--- src/cryptPkg.sv ---
// shared types, register map enum and constants of the protection subsystem
package cryptPkg;

    localparam int keyBytes = 20;                   // bytes in one key blob
    localparam int keyRot = 6;                      // left rotation of regrouped words

    localparam logic [7:0]  sumMask   = 8'hCF;      // byte bits that trigger the toggle
    localparam logic [11:0] sumToggle = 12'h065;    // xor pattern on the running sum

    // four round subkeys, subkey 0 in the low word
    typedef logic [3:0][15:0] keyWord;

    typedef struct packed {
        logic        valid;                         // slot carries a fetch
        logic [23:0] addr;                          // word address
        logic [15:0] data;                          // opcode word
    } fetchT;

    typedef struct packed {
        logic        cyc;
        logic        stb;
        logic        we;
        logic [1:0]  adr;                           // register select
        logic [15:0] dat;                           // write data
    } wbReqT;

    typedef struct packed {
        logic        ack;
        logic [15:0] dat;                           // read data, valid with ack
    } wbRspT;

    typedef enum logic [1:0] {
        regData = 2'd0,                             // key byte write
        regSum  = 2'd1,                             // checksum read
        regStat = 2'd2                              // count/valid read, write clears
    } wbRegE;

endpackage

--- src/keyLoad.sv ---
// key loader with byte shift store, running checksum, byte count and key/range regrouping
module keyLoad
    import cryptPkg::*;
(
    input  logic        clk,
    input  logic        rst,
    input  logic        byteWe,            // one pulse per key byte
    input  logic [7:0]  keyByte,
    input  logic        clear,             // empties the loader
    output keyWord      key,
    output logic [15:0] addrRng,
    output logic [11:0] checksum,
    output logic [4:0]  count,
    output logic        keyValid
);

    localparam int storeBits = 8 * keyBytes;

    logic [storeBits-1:0] store;          // stream byte n ends at store byte n
    logic [11:0]          sumBase;        // sum after the optional toggle
    logic [11:0]          sumNext;
    logic                 countFull;

    // regrouped words are rotated left by keyRot
    function automatic logic [15:0] rotKey(input logic [15:0] w);
        return (w << keyRot) | (w >> (16 - keyRot));
    endfunction

    always_comb begin
        sumBase = ((keyByte & sumMask) != 8'd0) ? (checksum ^ sumToggle) : checksum;
        sumNext = sumBase + {{4{keyByte[7]}}, keyByte};  // sign extend, wraps at 12 bits
    end

    assign countFull = (count == 5'(keyBytes));
    assign keyValid  = countFull;

    always_ff @(posedge clk or posedge rst) begin
        if (rst) begin
            store    <= '0;
            checksum <= '0;
            count    <= '0;
        end else if (clear) begin          // clear wins over a byte
            store    <= '0;
            checksum <= '0;
            count    <= '0;
        end else if (byteWe) begin
            store    <= {keyByte, store[storeBits-1:8]};  // enters at top, shifts down
            checksum <= sumNext;
            if (!countFull) begin
                count <= count + 5'd1;     // saturates at keyBytes
            end
        end
    end

    // subkey i from stream bytes 2i (low) and 2i+1 (high)
    always_comb begin
        for (int i = 0; i < 4; i++) begin
            key[i] = rotKey(store[16*i +: 16]);
        end
    end

    assign addrRng = rotKey(store[storeBits-1 -: 16]);   // bytes 18 and 19

    // saturation must hold over any byte sequence
    countLimit: assert property (@(posedge clk) disable iff (rst) count <= 5'(keyBytes))
        else $error("key byte count above %0d", keyBytes);

endmodule

--- src/wbKeyPort.sv ---
// Wishbone classic slave decoding the key loader register map
module wbKeyPort
    import cryptPkg::*;
(
    input  logic        clk,
    input  logic        rst,
    input  wbReqT       req,
    output wbRspT       rsp,
    output logic        byteWe,            // key byte strobe, ack cycle only
    output logic [7:0]  keyByte,
    output logic        clear,             // loader clear strobe
    input  logic [11:0] checksum,
    input  logic [4:0]  count,
    input  logic        keyValid
);

    logic  reqOn;                          // cycle and strobe both high
    logic  pending;                        // request already seen last cycle
    logic  ack;
    wbRegE regSel;

    assign reqOn  = req.cyc & req.stb;
    assign regSel = wbRegE'(req.adr);

    // ack once, one clock after the request first shows up
    always_ff @(posedge clk or posedge rst) begin
        if (rst) begin
            pending <= 1'b0;
            ack     <= 1'b0;
        end else begin
            pending <= reqOn;
            ack     <= reqOn & ~pending;
        end
    end

    always_comb begin
        rsp.ack = ack;
        rsp.dat = '0;
        if (ack && !req.we) begin
            case (regSel)
                regSum:  rsp.dat = {4'd0, checksum};
                regStat: rsp.dat = {keyValid, 10'd0, count};
                default: rsp.dat = '0;     // data register reads as zero
            endcase
        end
    end

    assign byteWe  = ack & req.we & (regSel == regData);
    assign clear   = ack & req.we & (regSel == regStat);
    assign keyByte = req.dat[7:0];

    // slave never acks outside a strobe
    ackInStb: assert property (@(posedge clk) disable iff (rst) rsp.ack |-> req.stb)
        else $error("ack without stb");

endmodule

--- src/feistelRound.sv ---
// one registered Feistel round of the opcode cipher
module feistelRound
    import cryptPkg::*;
#(
    parameter int Idx = 0                  // round index, picks the rotation
) (
    input  logic        clk,
    input  logic        rst,
    input  fetchT       in,
    input  logic [15:0] subkey,
    input  logic        bypass,            // slot passes untouched
    output fetchT       out
);

    localparam int rotAmt = (Idx % 4) + 1;

    logic [7:0]  halfL;                    // high byte
    logic [7:0]  halfR;                    // low byte
    logic [15:0] roundKey;                 // subkey mixed with address
    logic [7:0]  rotR;
    logic [7:0]  mixF;
    logic [15:0] wordNext;

    always_comb begin
        halfL    = in.data[15:8];
        halfR    = in.data[7:0];
        roundKey = subkey ^ in.addr[15:0];
        rotR     = (halfR << rotAmt) | (halfR >> (8 - rotAmt));
        mixF     = (rotR ^ roundKey[7:0]) + roundKey[15:8];  // mod 256
        wordNext = bypass ? in.data : {halfR, halfL ^ mixF};
    end

    always_ff @(posedge clk or posedge rst) begin
        if (rst) begin
            out <= '0;
        end else begin
            out.valid <= in.valid;
            out.addr  <= in.addr;          // address travels with the slot
            out.data  <= wordNext;
        end
    end

endmodule

--- src/opDecrypt.sv ---
// pipelined opcode decryptor with range gating and valid pipeline
module opDecrypt
    import cryptPkg::*;
#(
    parameter int Rounds = 4               // pipeline depth, 1 to 8
) (
    input  logic        clk,
    input  logic        rst,
    input  keyWord      key,
    input  logic [15:0] addrRng,           // fetches below this decrypt
    input  logic        keyValid,
    input  fetchT       fin,
    output fetchT       fout
);

    fetchT stage [0:Rounds];               // stage i feeds round i
    logic  byp   [0:Rounds-1];             // bypass carried with each slot
    logic  inRange;

    // decision made once at entry
    assign inRange  = keyValid & (fin.addr[23:8] < addrRng);
    assign stage[0] = fin;
    assign byp[0]   = ~inRange;

    generate
        for (genvar i = 0; i < Rounds; i++) begin : gRound
            feistelRound #(
                .Idx    (i)
            ) uRound (
                .clk    (clk),
                .rst    (rst),
                .in     (stage[i]),
                .subkey (key[i % 4]),      // subkeys repeat every four rounds
                .bypass (byp[i]),
                .out    (stage[i+1])
            );

            if (i > 0) begin : gByp
                always_ff @(posedge clk) begin
                    byp[i] <= byp[i-1];    // follows the slot into round i
                end
            end
        end
    endgenerate

    assign fout = stage[Rounds];

    // each input slot shows up exactly Rounds cycles later
    validLatency: assert property (
        @(posedge clk) disable iff (rst) fout.valid == $past(fin.valid, Rounds)
    ) else $error("fetch valid lost or duplicated in the pipeline");

endmodule

--- src/cpsCrypt.sv ---
// top level joining the Wishbone key port, the key loader and the opcode decryptor
module cpsCrypt
    import cryptPkg::*;
#(
    parameter int Rounds = 4               // Feistel rounds in the fetch path
) (
    input  logic  clk,
    input  logic  rst,
    input  wbReqT wbReq,
    output wbRspT wbRsp,
    input  fetchT fetchIn,
    output fetchT fetchOut
);

    logic        byteWe;
    logic [7:0]  keyByte;
    logic        clear;
    logic [11:0] checksum;
    logic [4:0]  count;
    logic        keyValid;
    keyWord      key;
    logic [15:0] addrRng;

    wbKeyPort uPort (
        .clk      (clk),
        .rst      (rst),
        .req      (wbReq),
        .rsp      (wbRsp),
        .byteWe   (byteWe),
        .keyByte  (keyByte),
        .clear    (clear),
        .checksum (checksum),
        .count    (count),
        .keyValid (keyValid)
    );

    keyLoad uLoad (
        .clk      (clk),
        .rst      (rst),
        .byteWe   (byteWe),
        .keyByte  (keyByte),
        .clear    (clear),
        .key      (key),
        .addrRng  (addrRng),
        .checksum (checksum),
        .count    (count),
        .keyValid (keyValid)
    );

    opDecrypt #(
        .Rounds   (Rounds)
    ) uDecrypt (
        .clk      (clk),
        .rst      (rst),
        .key      (key),
        .addrRng  (addrRng),
        .keyValid (keyValid),
        .fin      (fetchIn),
        .fout     (fetchOut)
    );

endmodule

--- config.mk ---
export PLATFORM = sky130hd
export DESIGN_NAME = cpsCrypt
export DESIGN_NICKNAME = d
export VERILOG_FILES = /design/src/cryptPkg.sv /design/src/keyLoad.sv /design/src/wbKeyPort.sv /design/src/feistelRound.sv /design/src/opDecrypt.sv /design/src/cpsCrypt.sv
export SDC_FILE = /design/constraint.sdc
export NUM_CORES = 1
export LEC_CHECK = 0
export BUFFER_PORTS_ARGS = -buffer_cell sky130_fd_sc_hd__buf_2
export CORE_MARGIN = 2
export CORE_UTILIZATION = 60
export CTS_CLUSTER_DIAMETER = 200
export DETAILED_ROUTE_END_ITERATION = 7
export PLACE_DENSITY = 0.9
export SLEW_MARGIN = 20
export SYNTH_ARGS = -nofsm -noshare
export SYNTH_HDL_FRONTEND = slang
export SYNTH_HIERARCHICAL = 1
export SYNTH_SLANG_ARGS = --single-unit
--- constraint.sdc ---
create_clock -name clk -period 11.9 [get_ports clk]
set_clock_uncertainty 0.05 [all_clocks]
set_input_delay 1.785 -clock clk [delete_from_list [all_inputs] [get_ports clk]]
set_output_delay 1.785 -clock clk [all_outputs]
set_load 0.01 [all_outputs]
==> flow_summary_export.csv <==
group,metric,value,unit
clocking,max-clock-path-buffers,3,
sta,timing.final.max_slew_violations,0,
power_and_ir_drop,power_dissipated_by_switching_net_loads,0.734,mW
sta,grt_setup_unrepaired,"no",
route,ant_nets,0,
setup_path,timing.critical_path.from_type,"input pin",
sta,fmax,0.216,GHz
synthesis,synth.mux.area_fraction,14.0,%
clocking,numClockSinks,346,
power_and_ir_drop,p_int,2.07,mW
clocking,cts.root.buffer_cell,"sky130_fd_sc_hd__clkbuf_16",
setup_path,cp_data_arrival_time,2.80,ns
sta,worst_slew_pin_slew,0.918,ns
sta,layout_min_cycle_time,4.63,ns
global_routing,grt_overflow_total,0,
sta,final_hold_viol_count,0,
synthesis,synth_compound_gate_area_share,4.50,%
sta,timing.max_slew.rel_slack,38.8,%
flow_run,drv_cap,0,
synthesis,synth_seq_area_share,53.4,%
clocking,cts_tree,"yes",
power_and_ir_drop,seq_power_share,46.3,%
synthesis,yosys_most_used_dff,"sky130_fd_sc_hd__dfrtp_1",
placed_design,place_hpwl,22800,um
setup_path,cp_max_fo,7,
die,core,26700,um2
clocking,cts.repair_timing.setup_buffer_count,0,
placed_design,post-place-cells,1678,
die,dieWidth,168,um
sta,setup_viol_count_final,0,
die,floorplan.die_area,28300,um2
outcome,outcome,"finished clean",
placed_design,placed_area,16400,um2
power_and_ir_drop,pwr_dens,160,nW/um2
clocking,cts-resized-gates,0,
power_and_ir_drop,vdd_ir_drop_max,0.107,mV
route,detail_route.first_pass.iterations,5,
setup_path,crit_type,"in -> out",
setup_path,crit_chain,"buf_2, inv_1, ha_1, and3b_4, and2_1, buf_2",
power_and_ir_drop,fraction_of_power_consumed_by_combinational_cells,14.5,%
setup_path,worst-endpoint-required,10.07,ns
route,drt-initial-drc-count,1008,
power_and_ir_drop,power_frac_clock,39.2,%
sta,finalCritPeriodShare,38.9,%
global_routing,globalRouteTotalUtil,25.4,%
placed_design,io_buffer_count,110,
clocking,cts-buffers-inserted,35,
synthesis,synth-simple-area-share,7.24,%
setup_path,endpoint_kind,"primary output",
synthesis,yosys.area_share.xor_xnor,9.09,%
global_routing,first_global_vias,10400,
global_routing,grt_pass1_wl,56500,um
final_layout,final_cells,1739,
synthesis,post_synth_instance_area,16200,um2
final_layout,flow.area_growth_from_synthesis,8.27,%
synthesis,synth.yosys.warnings,6,
placed_design,place_congestion,0.881,
synthesis,synthAdderAreaFrac,5.25,%
final_layout,drive_above_1_share,17.1,%
die,core.rowCount,60,
final_layout,finish.net_count,1503,
final_layout,finish.instance_area,17500,um2
global_routing,grt_start_max_net_pins,127,
clocking,cts.hold.buffers_added,0,
route,remaining_design_rule_violation_count,0,
clocking,clk_transition_reported_paths,0.06,ns
route,post_drt_via_cell_ratio,5.85,
synthesis,synth_top_family_by_area,"multiplexers",
synthesis,postSynthCellCount,1354,
synthesis,synth_edf_count,0,
setup_path,critPathMostFrequentCell,"sky130_fd_sc_hd__buf_2",
die,start_util,60.6,%
route,wl,35600,um
die,io-pin-count,122,
die,dieHeight,168,um
global_routing,antenna_found_initial,3,
route,routed-via-count,10200,
synthesis,postSynthRegisterBits,346,
synthesis,ys_async_sr_fraction,99.1,%
synthesis,synth_cell_types,54,
worst_hold_path,hold_class,"reg -> reg",
final_layout,fill_cells,1794,
setup_path,cpMaxStageDelayCell,"sky130_fd_sc_hd__ha_1",
clocking,htree_num_levels,2,
setup_path,cpLargestDelayFamily,"simple AND/OR/NAND/NOR gates",
clocking,clk-insertion-delay-late,0.51,ns
route,wire_per_inst,20.5,um
power_and_ir_drop,total_leakage_power,8.23,nW
setup_path,cp_num_buf_inv,3,
power_and_ir_drop,power.switching_fraction,26.2,%
sta,fin_tns_setup,0,ns
synthesis,avgSynthCellArea,12.0,um2
setup_path,crit_path_max_incr_delay,0.28,ns
layout make-up:
cell class                      count  area (um2)  share of cell area (%)
Sequential cell                   346        8640                    49.3
Clock buffer                       48         997                    5.69
Inverter                           46         178                    1.01
Clock inverter                     12         144                   0.821
Multi-Input combinational cell    828        6520                    37.2
Timing Repair Buffer              117         623                    3.55
Tap cell                          341         427                    2.43
Antenna cell                        1        2.50                  0.0143
kinds of logic (layout without fill, tap and decap cells):
kind of cell    Yosys count  count (layout)
compound gates          105             105
xor+xnor                166             166
fa+ha+maj                65              65
buf+inv                 182             223
flops                   346             346
mux                     219             219
other cells               1               4
simple gates            270             270
state kept, by name, summed over array words and instances, names as in the netlist:
register	count
uPort/ack	1
uDecrypt/byp	3
uDecrypt/gRound.uRound/out	164
uLoad/checksum	12
uLoad/store	160
uPort/pending	1
uLoad/count	5
through the flow:
stage                     hold WS, ns  setup WS, ns  utilization, %  total power, mW
after detailed placement        0.285          7.27            61.3             1.70
after CTS                       0.298          7.27            65.6             2.81
final                           0.298          7.27            65.6             2.80
after global placement          0.283          7.34            61.3             1.68
after global routing            0.302          7.19            65.6             2.91
after floorplan                 0.281          5.26               -             1.61
cell usage in the layout, fill, tap and decap left out, types with 6 or more instances in the layout:
master                        n
sky130_fd_sc_hd__mux2_2      48
sky130_fd_sc_hd__mux2i_1    166
sky130_fd_sc_hd__nor2_1     181
sky130_fd_sc_hd__buf_2      110
sky130_fd_sc_hd__xnor2_1    105
sky130_fd_sc_hd__and4_1       6
sky130_fd_sc_hd__a31oi_1      6
sky130_fd_sc_hd__and2_1       9
sky130_fd_sc_hd__a21oi_1     24
sky130_fd_sc_hd__inv_1       40
sky130_fd_sc_hd__o21ai_0     20
sky130_fd_sc_hd__nand2_1     32
sky130_fd_sc_hd__ha_1        60
sky130_fd_sc_hd__clkinv_2     6
sky130_fd_sc_hd__nor2b_1      6
sky130_fd_sc_hd__xor2_1      60
sky130_fd_sc_hd__nand3_1     12
sky130_fd_sc_hd__clkbuf_1     8
sky130_fd_sc_hd__dfrtp_1    343
sky130_fd_sc_hd__a21o_1      19
sky130_fd_sc_hd__clkbuf_16   37
power groups by stage:
stage / Clock (mW) / Combinational (mW) / Sequential (mW)
final: 1.10 / 0.407 / 1.30
after global routing: 1.16 / 0.446 / 1.30
after CTS: 1.11 / 0.401 / 1.30
after detailed placement: 0 / 0.388 / 1.31
after global placement: 0 / 0.367 / 1.31
after floorplan: 0 / 0.314 / 1.29
synthesized netlist by cell type, types with 2 or more instances:
master                     instances  share of area (%)
sky130_fd_sc_hd__nand3b_1          3               0.14
sky130_fd_sc_hd__clkinv_1          3              0.070
sky130_fd_sc_hd__mux2_2           48                3.3
sky130_fd_sc_hd__xor2_1           60                3.2
sky130_fd_sc_hd__nor2_1          181                4.2
sky130_fd_sc_hd__a21o_1           19               0.88
sky130_fd_sc_hd__a21oi_1          24               0.74
sky130_fd_sc_hd__mux2_4            4               0.37
sky130_fd_sc_hd__nand2_1          32               0.74
sky130_fd_sc_hd__xnor2_1         105                5.7
sky130_fd_sc_hd__dfrtp_1         343                 53
sky130_fd_sc_hd__nand4b_1          2               0.11
sky130_fd_sc_hd__buf_2            17               0.53
sky130_fd_sc_hd__nand3_1          12               0.37
sky130_fd_sc_hd__a211oi_1          2              0.093
sky130_fd_sc_hd__a31oi_1           6               0.23
sky130_fd_sc_hd__and4_1            6               0.32
sky130_fd_sc_hd__a311oi_1          4               0.22
sky130_fd_sc_hd__fa_1              5               0.62
sky130_fd_sc_hd__o211a_1           4               0.25
sky130_fd_sc_hd__buf_4            92                4.3
sky130_fd_sc_hd__o21ai_1           3              0.093
sky130_fd_sc_hd__nor3_1            5               0.15
sky130_fd_sc_hd__a31o_2            3               0.16
sky130_fd_sc_hd__mux2i_1         166                 10
sky130_fd_sc_hd__clkbuf_1         27               0.63
sky130_fd_sc_hd__a22oi_1           5               0.23
sky130_fd_sc_hd__a22o_1            2               0.11
sky130_fd_sc_hd__nor2b_1           6               0.23
sky130_fd_sc_hd__o21ai_0          20               0.62
sky130_fd_sc_hd__and3_1            3               0.12
sky130_fd_sc_hd__a21oi_2           5               0.27
sky130_fd_sc_hd__dfxtp_1           3               0.37
sky130_fd_sc_hd__ha_1             60                4.6
sky130_fd_sc_hd__and2_1            9               0.35
sky130_fd_sc_hd__nand4_1           4               0.15
sky130_fd_sc_hd__nand2b_1          3               0.12
sky130_fd_sc_hd__inv_1            42               0.97
path summary, 6_finish.rpt:
kind,cells after the start,slack (ns),start,endpoint
hold reg to reg,0,0.30,uDecrypt/gRound[1].uRound/out[35]$_DFF_PP0_,uDecrypt/gRound[2].uRound/out[35]$_DFF_PP0_
min in group asynchronous,2,1.20,rst,uPort/pending$_DFF_PP0_
max in group asynchronous,3,9.01,rst,uLoad/store[28]$_DFFE_PP0P_
hold / removal,0,0.30,uDecrypt/gRound[1].uRound/out[35]$_DFF_PP0_,uDecrypt/gRound[2].uRound/out[35]$_DFF_PP0_
setup reg to reg,9,8.94,uLoad/store[149]$_DFFE_PP0P_,uDecrypt/gRound[0].uRound/out[6]$_DFF_PP0_
setup / recovery,6,7.27,wbReq[17],wbRsp[10]
routing by layer:
| metal | part of all wire (%) | global-route usage, % | up-vias |
|---|---|---|---|
| met5 | 0.076 | 0 | - |
| met4 | 3.9 | 10.7 | 4 |
| met3 | 6.6 | 4.51 | 109 |
| met2 | 48 | 41.1 | 428 |
| met1 | 41 | 34.3 | 5148 |
| li1 | - | - | 4481 |
Note: power is estimated with default switching activity, not from simulation.
